**config.mk**
```make
export PLATFORM = sky130hd
export DESIGN_NAME = execute_stage
export DESIGN_NICKNAME = d
export VERILOG_FILES = /design/src/source/rv_isa_pkg.sv /design/src/source/rv_pipe_pkg.sv /design/src/source/execute_stage.sv
export VERILOG_INCLUDE_DIRS = /design/src /design/src/source
export SDC_FILE = /design/constraint.sdc
export NUM_CORES = 1
export LEC_CHECK = 0
export BUFFER_PORTS_ARGS = -buffer_cell sky130_fd_sc_hd__buf_2
export CORE_MARGIN = 4
export CORE_UTILIZATION = 40
export DETAILED_ROUTE_END_ITERATION = 16
export PLACE_DENSITY_LB_ADDON = 0.15
export SLEW_MARGIN = 5
export SYNTH_ARGS = -nofsm -noshare
export SYNTH_HDL_FRONTEND = slang
export SYNTH_SLANG_ARGS = --single-unit
```
**constraint.sdc**
```tcl
create_clock -name clk -period 29 [get_ports clk]
set_clock_uncertainty 0.2 [all_clocks]
set_input_delay 5.8 -clock clk [delete_from_list [all_inputs] [get_ports clk]]
set_output_delay 5.8 -clock clk [all_outputs]
set_load 0.1 [all_outputs]
```
**src/source/rv_core_macros.svh**
```systemverilog
`ifndef RV_CORE_MACROS_SVH
`define RV_CORE_MACROS_SVH

// data and address width
`define RV_XLEN 32

// architectural registers
`define RV_NREGS 32

// memory depths in 32-bit words
`define RV_IMEM_WORDS 256
`define RV_DMEM_WORDS 256

`endif

```
**src/source/rv_isa_pkg.sv**
```systemverilog
package rv_isa_pkg;

    // major opcodes of the supported subset
    typedef enum logic [6:0] {
        opc_load   = 7'b0000011,
        opc_store  = 7'b0100011,
        opc_op     = 7'b0110011,
        opc_branch = 7'b1100011,
        opc_op_imm = 7'b0010011
    } opcode_e;

    // hint from the main decoder to the alu decoder
    typedef enum logic [1:0] {
        aluop_add   = 2'd0,
        aluop_sub   = 2'd1,
        aluop_funct = 2'd2
    } alu_op_e;

    typedef enum logic [3:0] {
        alu_add  = 4'd0,
        alu_sub  = 4'd1,
        alu_and  = 4'd2,
        alu_or   = 4'd3,
        alu_slt  = 4'd4,
        alu_xor  = 4'd5,
        alu_sltu = 4'd6,
        alu_sll  = 4'd7,
        alu_srl  = 4'd8,
        alu_sra  = 4'd9
    } alu_ctrl_e;

    typedef enum logic [1:0] {
        imm_i = 2'd0,
        imm_s = 2'd1,
        imm_b = 2'd2
    } imm_sel_e;

endpackage

```
**src/source/rv_pipe_pkg.sv**
```systemverilog
package rv_pipe_pkg;

    // where the write-back value comes from
    typedef enum logic {
        res_alu = 1'b0,
        res_mem = 1'b1
    } result_src_e;

    // data memory action carried down the pipe
    typedef enum logic [1:0] {
        mem_none  = 2'd0,
        mem_load  = 2'd1,
        mem_store = 2'd2
    } mem_op_e;

endpackage

```
**src/source/execute_stage.sv**
```systemverilog
`timescale 1ns/1ps
`include "rv_core_macros.svh"

module execute_stage (
    input  logic                         clk,
    input  logic                         rst_n,
    input  logic                         d_valid,
    output logic                         d_ready,
    input  logic [`RV_XLEN-1:0]          d_pc,
    input  logic [`RV_XLEN-1:0]          d_rs1_val,
    input  logic [`RV_XLEN-1:0]          d_rs2_val,
    input  logic [`RV_XLEN-1:0]          d_imm,
    input  logic [$clog2(`RV_NREGS)-1:0] d_rd,
    input  logic                         d_reg_write,
    input  logic                         d_alu_src,
    input  rv_isa_pkg::alu_ctrl_e        d_alu_ctrl,
    input  logic                         d_branch,
    input  rv_pipe_pkg::result_src_e     d_result_src,
    input  rv_pipe_pkg::mem_op_e         d_mem_op,
    output logic                         e_valid,
    input  logic                         e_ready,
    output logic [`RV_XLEN-1:0]          e_pc,
    output logic [`RV_XLEN-1:0]          e_alu_result,
    output logic [`RV_XLEN-1:0]          e_store_data,
    output logic [$clog2(`RV_NREGS)-1:0] e_rd,
    output logic                         e_reg_write,
    output rv_pipe_pkg::result_src_e     e_result_src,
    output rv_pipe_pkg::mem_op_e         e_mem_op,
    output logic                         redirect,
    output logic [`RV_XLEN-1:0]          redirect_pc
);
    import rv_isa_pkg::*;

    logic [`RV_XLEN-1:0] src_b, alu_y, e_target;
    logic                take, e_taken;

    assign src_b = d_alu_src ? d_imm : d_rs2_val;

    always_comb begin
        case (d_alu_ctrl)
            alu_add:  alu_y = d_rs1_val + src_b;
            alu_sub:  alu_y = d_rs1_val - src_b;
            alu_and:  alu_y = d_rs1_val & src_b;
            alu_or:   alu_y = d_rs1_val | src_b;
            alu_xor:  alu_y = d_rs1_val ^ src_b;
            alu_slt:  alu_y = `RV_XLEN'($signed(d_rs1_val) < $signed(src_b));
            alu_sltu: alu_y = `RV_XLEN'(d_rs1_val < src_b);
            alu_sll:  alu_y = d_rs1_val << src_b[4:0];
            alu_srl:  alu_y = d_rs1_val >> src_b[4:0];
            alu_sra:  alu_y = $signed(d_rs1_val) >>> src_b[4:0];
            default:  alu_y = '0;
        endcase
    end

    assign d_ready = !e_valid || e_ready;
    assign take    = d_valid && d_ready && !redirect;  // younger item is dropped

    // taken branch redirects fetch as it leaves
    assign redirect    = e_valid && e_ready && e_taken;
    assign redirect_pc = e_target;

    always_ff @(posedge clk) begin
        if (!rst_n) begin
            e_valid <= 1'b0;
        end else if (take) begin
            e_valid <= 1'b1;
        end else if (e_ready) begin
            e_valid <= 1'b0;
        end
    end

    always_ff @(posedge clk) begin
        if (take) begin
            e_pc         <= d_pc;
            e_alu_result <= alu_y;
            e_store_data <= d_rs2_val;
            e_rd         <= d_rd;
            e_reg_write  <= d_reg_write;
            e_result_src <= d_result_src;
            e_mem_op     <= d_mem_op;
            e_taken      <= d_branch && (alu_y == '0);  // beq semantics
            e_target     <= d_pc + d_imm;
        end
    end

endmodule

```
==> impl_metrics.tcl <==
set metrics [dict create \
    ys_seq_area_share_pct 26.05 \
    rrSetupSlack_ns 26.00 \
    grt_use_total_pct 33.83 \
    antenna_cells 0 \
    ys.flop_type "edfxtp_1" \
    crit_required_ns 23.00 \
    cp_max_fo 3 \
    tritoncts "done" \
    worst_path_most_repeated_cell "buf_2" \
    grt_overflow 0 \
    place.gp.congestion 1.029 \
    cts_sinks 139 \
    numPortBuffers 286 \
    min_to "e_valid$_SDFFE_PN0P_" \
    die_w_um 207.9 \
    path_cells "buf_2, and3_1, buf_2" \
    htree_levels 4 \
    hold_viol 0 \
    power_density_nw_per_um2 50.28 \
    r2r-end "e_alu_result[1]$_DFFE_PP_" \
    drc 0 \
    drt.antenna.violating_nets 0 \
    startpoint_type "input port" \
    grt_pass1_vias 16300 \
    status "finished clean" \
    grt_max_degree 72 \
    grt_pass1_wl_um 111500 \
    vias_per_cell 6.605 \
    critPathCaptureType "output pin" \
    setup_viol 0 \
    yosys_warnings 0 \
    final_cell_mix "buf_2 (286), nand2_1 (152), a21oi_1 (152), nor2_1 (146), edfxtp_1 (138)" \
    r2r_start "e_taken$_DFFE_PP_" \
    dieHeight_um 207.9 \
    drive_gt1_share_pct 21.64 \
    cap_viol_max_count 0 \
    clkTransAtPathRegs_ns 0.06 \
    cts_max_path_buffers 2 \
    path_delay_family "buffers and inverters" \
    nNetsFinal 2318 \
    syn_nets 2096 \
    synth_seq_cells 139 \
    dp_hpwl_um 58930 \
    dieArea_um2 43220 \
    tightest_slew_ns 1.119 \
    initial_utilization_pct 40.88 \
    instances_no_fill 2570 \
    min_from "e_valid$_SDFFE_PN0P_" \
    dp.cells 2539 \
    ys_types 88 \
    path_buf_inv 2 \
    drv_slew 0 \
    drtIter0Drc 2197 \
    antenna_found_initial 1 \
    pin_count 287 \
    critPathArrivalTime_ns 6.45 \
    drtPass1Iterations 7 \
    slew_headroom_pct 23.29 \
    yosys-top-cells-area "edfxtp_1 (26%), ha_1 (10%), mux4_2 (7.6%)" \
    core_area_um2 39100 \
    cts_setup_buffers 0 \
    critPathSlowestCell "buf_2" \
    cts_resized 0 \
    area_delta_synth_final_pct 15.17 \
    wire_per_inst_um 29.36 \
    crit_type "in -> out" \
    synth_top_area_cell "edfxtp_1" \
    synth-edff-count 138 \
    p_leak_nw 7.763 \
    clk_root_buffer_cell "clkbuf_16" \
    r2r_cells 4 \
    drt-total-wl_um 75450 \
    period_share_pct 42.94 \
    cpPeakStageDelay_ns 0.42 \
    cts_made_buffers 17 \
    min_period_ns 12.45 \
    synth_top_area_share_pct 25.93 \
    worstHoldPathCells 2 \
    syn_area_per_cell_um2 8.791 \
    syn_area_um2 15980 \
    rows 72 \
    final_common_cell "buf_2" \
    peakVddDrop_mv 0.03876 \
    dr_total_vias 16970 \
    rsz0062_at_grt "false" \
    hold_path.class "reg -> reg" \
    setup_tns_ns 0 \
    ys_async_sr_fraction_pct 0 \
    ctsHoldBuffers 0 \
    fmax_mhz 80.31 \
    syn_inst 1818 \
    clkLatencyLatePin_ns 0.44 \
]
## worst reg2reg max path: cells and delay by family, from the launching register on
kind	cells	cell delay, ns
buffers and inverters	2	1.58
AND/OR/NAND/NOR	1	0.20
AO/OA/AOI/OAI	1	0.15
flip-flops	1	0.42
## cell type report
cell class | instances | area (um2)
fillers | 3859 | 20690
clock buffers | 18 | 429.2
clock inverters | 13 | 120.1
inverters | 124 | 465.4
multi-input cells | 1439 | 10900
flip-flops and latches | 139 | 4164
repair buffers | 319 | 1679
well taps | 518 | 648.1
## power by group
part           leakage (nW)  switching, mW  internal, mW  total (mW)
sequential             1.35        0.00464         0.246       0.250
clock                 0.263         0.0905         0.118       0.208
combinational          6.15          0.346         0.121       0.467
total                  7.76          0.441         0.484       0.925
## logic make-up after synthesis
| family | count (synthesis) | synth area share, % |
|---|---|---|
| muxes | 165 | 14.91 |
| AOI/OAI and AO/OA | 593 | 25.35 |
| DFF | 139 | 26.05 |
| adders and majority gates | 131 | 10.40 |
| and+or+nand+nor | 515 | 15.25 |
| buffers and inverters | 240 | 6.122 |
| xor gates and xnor gates | 35 | 1.918 |
## worst max-delay path by stage
stage                     depth (start not counted)  startpoint                         to
after floorplan                                   2     e_ready  e_alu_result[0]$_DFFE_PP_
after global placement                           19   d_alu_src          e_taken$_DFFE_PP_
after detailed placement                         19   d_alu_src          e_taken$_DFFE_PP_
after CTS                                         3     e_ready                   redirect
after global routing                             19   d_alu_src          e_taken$_DFFE_PP_
final                                             3     e_ready                   redirect
## through the flow
step | cell area (um2) | utilization, % | setup slack [ns] | hold slack, ns | total power, mW
finish | 18410 | 47.08 | 16.55 | 0.3953 | 0.9254
global route | 18410 | 47.08 | 16.22 | 0.4293 | 0.9662
CTS | 18410 | 47.08 | 16.55 | 0.3954 | 0.9230
detailed placement | 17860 | 45.67 | 16.24 | 0.3854 | 0.7123
global placement | 17860 | 45.67 | 16.24 | 0.3684 | 0.7118
floorplan | 15980 | - | 12.14 | 0.3363 | 0.5916
## flip-flops by register name, summed over array words and instances, names as in the netlist
| name | count |
|---|---|
| e_reg_write | 1 |
| e_mem_op | 2 |
| e_pc | 32 |
| e_valid | 1 |
| e_alu_result | 32 |
| e_taken | 1 |
| e_store_data | 32 |
| e_result_src | 1 |
| redirect_pc | 32 |
| e_rd | 5 |
## layer usage
| metal | wire (um) | vias to the layer above | global-route usage, % |
|---|---|---|---|
| met5 | 12 | - | 0 |
| met4 | 4024 | 2 | 14.61 |
| met3 | 7369 | 215 | 8.297 |
| met2 | 34020 | 1066 | 54.27 |
| met1 | 30030 | 8243 | 43.59 |
| li1 | - | 7448 | - |
## synthesized netlist by cell type (29+ instances only)
cell type  instances
a21o_1            30
a21oi_1          152
clkbuf_1          71
edfxtp_1         138
ha_1             128
inv_1            120
mux2i_1          106
mux4_2            54
nand2_1          152
nand3_1           40
nor2_1           146
nor3_1            45
o211ai_1          33
o21ai_0           99
xnor2_1           29
Power figures use the tool's default switching activity.
