<file path="config.mk">
export PLATFORM = sky130hd
export DESIGN_NAME = decode_stage
export DESIGN_NICKNAME = d
export VERILOG_FILES = /design/src/source/rv_isa_pkg.sv /design/src/source/rv_pipe_pkg.sv /design/src/source/controller.sv /design/src/source/decode_stage.sv
export VERILOG_INCLUDE_DIRS = /design/src /design/src/source
export SDC_FILE = /design/constraint.sdc
export NUM_CORES = 2
export LEC_CHECK = 0
export BUFFER_PORTS_ARGS = -buffer_cell sky130_fd_sc_hd__buf_2
export CAP_MARGIN = 20
export CORE_AREA = 2 2 398 400
export DETAILED_ROUTE_END_ITERATION = 10
export DIE_AREA = 0 0 400 402
export PLACE_DENSITY_LB_ADDON = 0.2
export SLEW_MARGIN = 20
export SYNTH_ARGS = -nofsm -noshare
export SYNTH_HDL_FRONTEND = slang
export SYNTH_SLANG_ARGS = --single-unit
</file>
<file path="constraint.sdc">
create_clock -name clk -period 24.4 [get_ports clk]
set_clock_uncertainty 0.1 [all_clocks]
set_input_delay 4.88 -clock clk [delete_from_list [all_inputs] [get_ports clk]]
set_output_delay 4.88 -clock clk [all_outputs]
set_load 0.02 [all_outputs]
</file>
<file path="src/source/rv_core_macros.svh">
`ifndef RV_CORE_MACROS_SVH
`define RV_CORE_MACROS_SVH

// data and address width
`define RV_XLEN 32

// architectural registers
`define RV_NREGS 32

// memory depths in 32-bit words
`define RV_IMEM_WORDS 256
`define RV_DMEM_WORDS 256

`endif

</file>
<file path="src/source/rv_isa_pkg.sv">
package rv_isa_pkg;

    // major opcodes of the supported subset
    typedef enum logic [6:0] {
        opc_load   = 7'b0000011,
        opc_store  = 7'b0100011,
        opc_op     = 7'b0110011,
        opc_branch = 7'b1100011,
        opc_op_imm = 7'b0010011
    } opcode_e;

    // hint from the main decoder to the alu decoder
    typedef enum logic [1:0] {
        aluop_add   = 2'd0,
        aluop_sub   = 2'd1,
        aluop_funct = 2'd2
    } alu_op_e;

    typedef enum logic [3:0] {
        alu_add  = 4'd0,
        alu_sub  = 4'd1,
        alu_and  = 4'd2,
        alu_or   = 4'd3,
        alu_slt  = 4'd4,
        alu_xor  = 4'd5,
        alu_sltu = 4'd6,
        alu_sll  = 4'd7,
        alu_srl  = 4'd8,
        alu_sra  = 4'd9
    } alu_ctrl_e;

    typedef enum logic [1:0] {
        imm_i = 2'd0,
        imm_s = 2'd1,
        imm_b = 2'd2
    } imm_sel_e;

endpackage

</file>
<file path="src/source/rv_pipe_pkg.sv">
package rv_pipe_pkg;

    // where the write-back value comes from
    typedef enum logic {
        res_alu = 1'b0,
        res_mem = 1'b1
    } result_src_e;

    // data memory action carried down the pipe
    typedef enum logic [1:0] {
        mem_none  = 2'd0,
        mem_load  = 2'd1,
        mem_store = 2'd2
    } mem_op_e;

endpackage

</file>
<file path="src/source/controller.sv">
`timescale 1ns/1ps

module controller (
    input  logic [6:0]               opcode,
    input  logic [2:0]               funct3,
    input  logic [6:0]               funct7,
    output logic                     alu_src,
    output rv_pipe_pkg::result_src_e result_src,
    output rv_pipe_pkg::mem_op_e     mem_op,
    output logic                     reg_write,
    output logic                     branch,
    output rv_isa_pkg::alu_ctrl_e    alu_ctrl,
    output rv_isa_pkg::imm_sel_e     imm_sel
);
    import rv_isa_pkg::*;
    import rv_pipe_pkg::*;

    alu_op_e     alu_op;
    logic [11:0] alu_instr;

    always_comb begin
        alu_src    = 1'b0;
        result_src = res_alu;
        mem_op     = mem_none;
        reg_write  = 1'b0;
        branch     = 1'b0;
        alu_op     = aluop_add;
        imm_sel    = imm_i;
        case (opcode_e'(opcode))
            opc_load: begin
                if (funct3 == 3'b010) begin // lw only
                    reg_write  = 1'b1;
                    alu_src    = 1'b1;
                    result_src = res_mem;
                    mem_op     = mem_load;
                end
            end
            opc_store: begin
                if (funct3 == 3'b010) begin // sw only
                    imm_sel = imm_s;
                    alu_src = 1'b1;
                    mem_op  = mem_store;
                end
            end
            opc_op: begin
                reg_write = 1'b1;
                alu_op    = aluop_funct;
            end
            opc_branch: begin
                imm_sel = imm_b;  // every branch compares as beq
                alu_op  = aluop_sub;
                branch  = 1'b1;
            end
            opc_op_imm: begin
                reg_write = 1'b1;
                alu_src   = 1'b1;
                alu_op    = aluop_funct;
            end
            default: ; // unknown opcode retires as a no-op
        endcase
    end

    assign alu_instr = {alu_op, funct3, funct7};

    always_comb begin
        if (opcode == opc_op_imm && funct3 == 3'b000) begin
            alu_ctrl = alu_add;  // addi, upper imm bits are not funct7
        end else begin
            casez (alu_instr)
                12'b00_???_???????: alu_ctrl = alu_add;
                12'b01_???_???????: alu_ctrl = alu_sub;
                12'b??_000_0100000: alu_ctrl = alu_sub;
                12'b??_000_0000000: alu_ctrl = alu_add;
                12'b??_010_???????: alu_ctrl = alu_slt;
                12'b??_110_???????: alu_ctrl = alu_or;
                12'b??_111_???????: alu_ctrl = alu_and;
                12'b??_100_???????: alu_ctrl = alu_xor;
                12'b??_011_???????: alu_ctrl = alu_sltu;
                12'b??_001_???????: alu_ctrl = alu_sll;
                12'b??_101_00?????: alu_ctrl = alu_srl;
                12'b??_101_01?????: alu_ctrl = alu_sra;
                default:            alu_ctrl = alu_add;
            endcase
        end
    end

endmodule

</file>
<file path="src/source/decode_stage.sv">
`timescale 1ns/1ps
`include "rv_core_macros.svh"

module decode_stage (
    input  logic                         clk,
    input  logic                         rst_n,
    input  logic                         f_valid,
    output logic                         f_ready,
    input  logic [`RV_XLEN-1:0]          f_pc,
    input  logic [31:0]                  f_instr,
    output logic                         d_valid,
    input  logic                         d_ready,
    output logic [`RV_XLEN-1:0]          d_pc,
    output logic [`RV_XLEN-1:0]          d_rs1_val,
    output logic [`RV_XLEN-1:0]          d_rs2_val,
    output logic [`RV_XLEN-1:0]          d_imm,
    output logic [$clog2(`RV_NREGS)-1:0] d_rd,
    output logic                         d_reg_write,
    output logic                         d_alu_src,
    output rv_isa_pkg::alu_ctrl_e        d_alu_ctrl,
    output logic                         d_branch,
    output rv_pipe_pkg::result_src_e     d_result_src,
    output rv_pipe_pkg::mem_op_e         d_mem_op,
    input  logic                         redirect,
    input  logic                         wb_en,
    input  logic [$clog2(`RV_NREGS)-1:0] wb_rd,
    input  logic [`RV_XLEN-1:0]          wb_data
);
    import rv_isa_pkg::*;
    import rv_pipe_pkg::*;

    logic [`RV_XLEN-1:0]          regs [`RV_NREGS];
    logic [`RV_NREGS-1:0]         pending;  // one outstanding write per register
    logic [$clog2(`RV_NREGS)-1:0] rs1, rs2, rd;
    logic [`RV_XLEN-1:0]          rs1_val, rs2_val, imm;
    logic                         alu_src, reg_write, reg_write_dec, branch;
    result_src_e                  result_src;
    mem_op_e                      mem_op;
    alu_ctrl_e                    alu_ctrl;
    imm_sel_e                     imm_sel;
    logic                         rs1_busy, rs2_busy, rd_busy, hazard, take;

    assign rs1 = f_instr[19:15];
    assign rs2 = f_instr[24:20];
    assign rd  = f_instr[11:7];

    controller u_controller (
        .opcode     (f_instr[6:0]),
        .funct3     (f_instr[14:12]),
        .funct7     (f_instr[31:25]),
        .alu_src    (alu_src),
        .result_src (result_src),
        .mem_op     (mem_op),
        .reg_write  (reg_write),
        .branch     (branch),
        .alu_ctrl   (alu_ctrl),
        .imm_sel    (imm_sel)
    );

    assign reg_write_dec = reg_write && (rd != '0);  // x0 writes are dropped

    always_comb begin
        case (imm_sel)
            imm_s:   imm = {{20{f_instr[31]}}, f_instr[31:25], f_instr[11:7]};
            imm_b:   imm = {{19{f_instr[31]}}, f_instr[31], f_instr[7],
                            f_instr[30:25], f_instr[11:8], 1'b0};
            default: imm = {{20{f_instr[31]}}, f_instr[31:20]};
        endcase
    end

    // same-cycle write-back is bypassed into the read
    assign rs1_val = (rs1 == '0) ? '0 : (wb_en && wb_rd == rs1) ? wb_data : regs[rs1];
    assign rs2_val = (rs2 == '0) ? '0 : (wb_en && wb_rd == rs2) ? wb_data : regs[rs2];

    // a register being written back this cycle no longer blocks
    assign rs1_busy = pending[rs1] && !(wb_en && wb_rd == rs1);
    assign rs2_busy = pending[rs2] && !(wb_en && wb_rd == rs2);
    assign rd_busy  = reg_write_dec && pending[rd] && !(wb_en && wb_rd == rd);
    assign hazard   = rs1_busy || rs2_busy || rd_busy;

    assign f_ready = (!d_valid || d_ready) && !hazard;
    assign take    = f_valid && f_ready && !redirect;

    always_ff @(posedge clk) begin
        if (!rst_n) begin
            for (int i = 0; i < `RV_NREGS; i++) begin
                regs[i] <= '0;
            end
        end else if (wb_en && wb_rd != '0) begin
            regs[wb_rd] <= wb_data;
        end
    end

    always_ff @(posedge clk) begin
        if (!rst_n) begin
            pending <= '0;
        end else begin
            if (wb_en) pending[wb_rd] <= 1'b0;
            if (redirect && d_valid && d_reg_write) pending[d_rd] <= 1'b0;  // flushed
            if (take && reg_write_dec) pending[rd] <= 1'b1;
        end
    end

    always_ff @(posedge clk) begin
        if (!rst_n) begin
            d_valid <= 1'b0;
        end else if (redirect) begin
            d_valid <= 1'b0;
        end else if (take) begin
            d_valid <= 1'b1;
        end else if (d_ready) begin
            d_valid <= 1'b0;
        end
    end

    always_ff @(posedge clk) begin
        if (take) begin
            d_pc         <= f_pc;
            d_rs1_val    <= rs1_val;
            d_rs2_val    <= rs2_val;
            d_imm        <= imm;
            d_rd         <= rd;
            d_reg_write  <= reg_write_dec;
            d_alu_src    <= alu_src;
            d_alu_ctrl   <= alu_ctrl;
            d_branch     <= branch;
            d_result_src <= result_src;
            d_mem_op     <= mem_op;
        end
    end

endmodule

</file>
==> results.md <==
- Slew margin rel.: 23.74%
- Pre-antenna DRT Iters: 5
- Lkg Pwr: 23.66 nW
- Detailed-route DRC error count: 0
- Status: finished clean
- Fraction of layout cells with a size suffix above 1: 29.90%
- GRT Util Overall: 26.90%
- Critical path's top delay family: buffers and inverters
- M1 wire length: 87980 um
- YS warnings: 0
- IO Pins: 252
- Top sig layer: met5
- Detailed router's first-iteration violation count: 5675
- Dominant cell type by area after synthesis: edfxtp_1
- HP Class: reg2reg
- WS Path Type: in2out
- Number of enable flip-flop cells after synthesis: 1148
- Pin count of the biggest net entering global routing: 137
- PD cells: 70.56 nW/um^2
- Combinational power share: 11.7%
- First-pass GRT wire length: 302000 um
- CP bufs+invs: 3
- Routed met2 length: 99900 um
- WL met3: 21970 um
- RSZ-0062 raised after global routing: false
- Fmax: 0.07733 GHz
- VDD IR-drop max: 0.00007312 V
- Area contributors post-synth: edfxtp_1 (55%), mux4_2 (21%), and2_1 (10%)
- Worst EP required: 19.42 ns
- Clock power frac: 39.8%
- Total core area: 157100 um^2
- Post-CTS setup buffer count: 0
- Critical-path top delay cell: buf_4
- Cts hold-fix bufs: 0
- Worst Tran Pin Value: 1.137 ns
- Fillers: 13720
- Crit end category: primary output
- Area Overhead vs Synth: 12.23%
- CP Data Arrival Time: 7.95 ns
- Syn avg cell area: 15.43 um^2
- CTS tree: yes
- Htree depth: 4
- Crit path max fanout: 57
- Fin cells: 6277
- Clk buf depth: 3
- GPL Wtd Cong: 0.8836
- Fin crit period: 12.93 ns
- Startpoint Class: primary input
- Internal power: 3.700 mW
- Max incr delay on CP: 0.82 ns
- HPWL Detailed: 121600 um
- Flop pwr share: 48.4%
- Psw: 1.226 mW
- Finish-stage setup viols: 0
- Clock Root Buffer: clkbuf_16
- Starting Density: 39.60%
- Dpl cell area: 65670 um^2
- Worst-Skew Late Latency: 0.77 ns
- Antenna viol nets, final: 0
- Antenna violations before repair: 26
- Die X: 400 um
- Number of global-route vias before repair: 38440
- Detailed-route via count: 39140
- Max-cap violations: 0
- Synth async-reset ratio: 0%
- Critical path cell sequence: buf_8, buf_4, mux4_2, mux2_2, o31ai_4, o22ai_4, nor2_1, buf_2
- Yosys cell types: 55
- Setup total negative slack: 0 ns
- Final #Nets: 4221
- Seq/Total Area, Yosys: 56.48%
- Num CTS Buffers: 135
- Post_cts resized: 0
- Final Max Slew Viols: 0
- Via/cell ratio: 6.235
- Post-Route WL: 217700 um
- Sw Share: 24.89%
- Final Hold Vio Count: 0
- Syn Inst Count: 4031
- Clock slew at reported path FFs: 0.05 ns
- Core Rows: 146
- Post-Synthesis Cell Area: 62210 um^2
- Final worst path period share: 53.00%
- GRT Residual Overflow: 0
- WL/cell: 34.68 um
- Die area: 160800 um^2
- # clock sinks: 1181
- Synthesis-stage register bit count: 1181
- Count of input and output buffers: 251
- Ys flop type: edfxtp_1
- Die Y: 402 um
- Yosys top cell area share: 55.42%
- Placed insts: 6046
- Final Instance Area: 69820 um^2
-- cell usage in the layout (no fill, tap or decap), drive strengths merged, types with 6 or more instances in the layout --
cell     count
edfxtp    1148
and2       996
mux4       580
buf        362
clkbuf     175
mux2i      122
nor2       110
nand2       69
o21ai       67
a211oi      53
clkinv      42
or3         39
a21oi       38
o2111ai     34
dfxtp       33
mux2        32
conb        32
o31ai       32
a221oi      30
o22ai       30
nand3       27
inv         16
nand2b      14
xor2        13
o221ai      13
nor3        13
o211ai      12
nand3b      11
bufinv       8
nor2b        8
nor4         7
or3b         7
nand4        6
-- power by group through the flow --
stage,registers (mW),logic [mW],clock network (mW)
finish,2.39,0.578,1.96
global route,2.40,0.598,2.06
CTS,2.38,0.575,1.98
detailed placement,2.43,0.573,0
global placement,2.42,0.572,0
floorplan,2.42,0.354,0
-- Yosys cell counts, types with 13 or more instances --
master and n:
nor2_1 109, nand3_1 27, mux2_2 32, xor2_1 13, edfxtp_1 1148, buf_6 18
o221ai_1 13, a21oi_1 38, a211oi_1 53, o22ai_1 29, clkbuf_1 300, nor3_1 13
o31ai_2 27, mux2i_1 122, buf_4 40, buf_2 76, nand2_1 69, dfxtp_1 33
buf_1 15, mux4_2 580, or3_1 39, o21ai_0 58, and2_1 996, a221oi_1 30
inv_1 15, o2111ai_1 34, nand2b_1 14
-- path summary, 6_finish.rpt --
path / start / end / slack [ns] / depth (start not counted)
max: f_instr[20] / f_ready / 11.47 / 8
min: pending[0] / pending[0] / 0.45 / 2
max reg2reg: pending[27] / d_rs2_val[5] / 20.93 / 8
min reg2reg: pending[0] / pending[0] / 0.45 / 2
-- layout make-up --
type	instances	area (um^2)	area share, %
antenna	4	10.01	0.01434
clock buffer	175	3655	5.235
clock inverter	51	444.2	0.6362
inverter	15	56.30	0.08065
multi-input combinational	2417	25680	36.78
sequential	1181	35130	50.32
tap	2072	2592	3.713
timing repair buffer	362	2245	3.215
-- kinds of logic after synthesis --
logic type      share of synthesized area [%]
xor+xnor                               0.2253
flops                                   56.48
compound gates                          3.751
buf+inv                                 3.411
simple gates                            12.55
other cells                          0.006028
mux                                     23.54
fa+ha+maj                             0.04022
-- per-layer routing --
layer	vias to the layer above	global-route usage (%)
li1	15730	-
met1	20510	38.22
met2	2473	41.50
met3	419	5.114
met4	4	9.238
met5	-	0
-- sequential cells by signal, summed over array words and instances, names as in the netlist --
register,cells
d_pc,32
d_mem_op,2
d_result_src,1
d_reg_write,1
regs,1024
d_rs2_val,32
pending,32
d_alu_ctrl,4
d_rd,5
d_imm,13
d_rs1_val,32
d_branch,1
d_alu_src,1
d_valid,1
-- through the flow --
stage,worst slack [ns],total power [mW],util [%],hold WS (ns)
2_1_floorplan,10.62,2.775,-,0.3363
3_3_place_gp,11.45,2.992,41.78,0.4140
3_5_place_dp,11.40,2.999,41.80,0.4156
4_1_cts,11.41,4.942,44.41,0.4299
5_1_grt,11.23,5.056,44.44,0.4547
6_report,11.47,4.926,44.44,0.4517
-- worst min-delay path: stages, from the launching register on --
cell and delay [ns]:
dfxtp_1 0.37, nand2_1 0.09, a211oi_1 0.04
(Power assumes the default switching activity.)
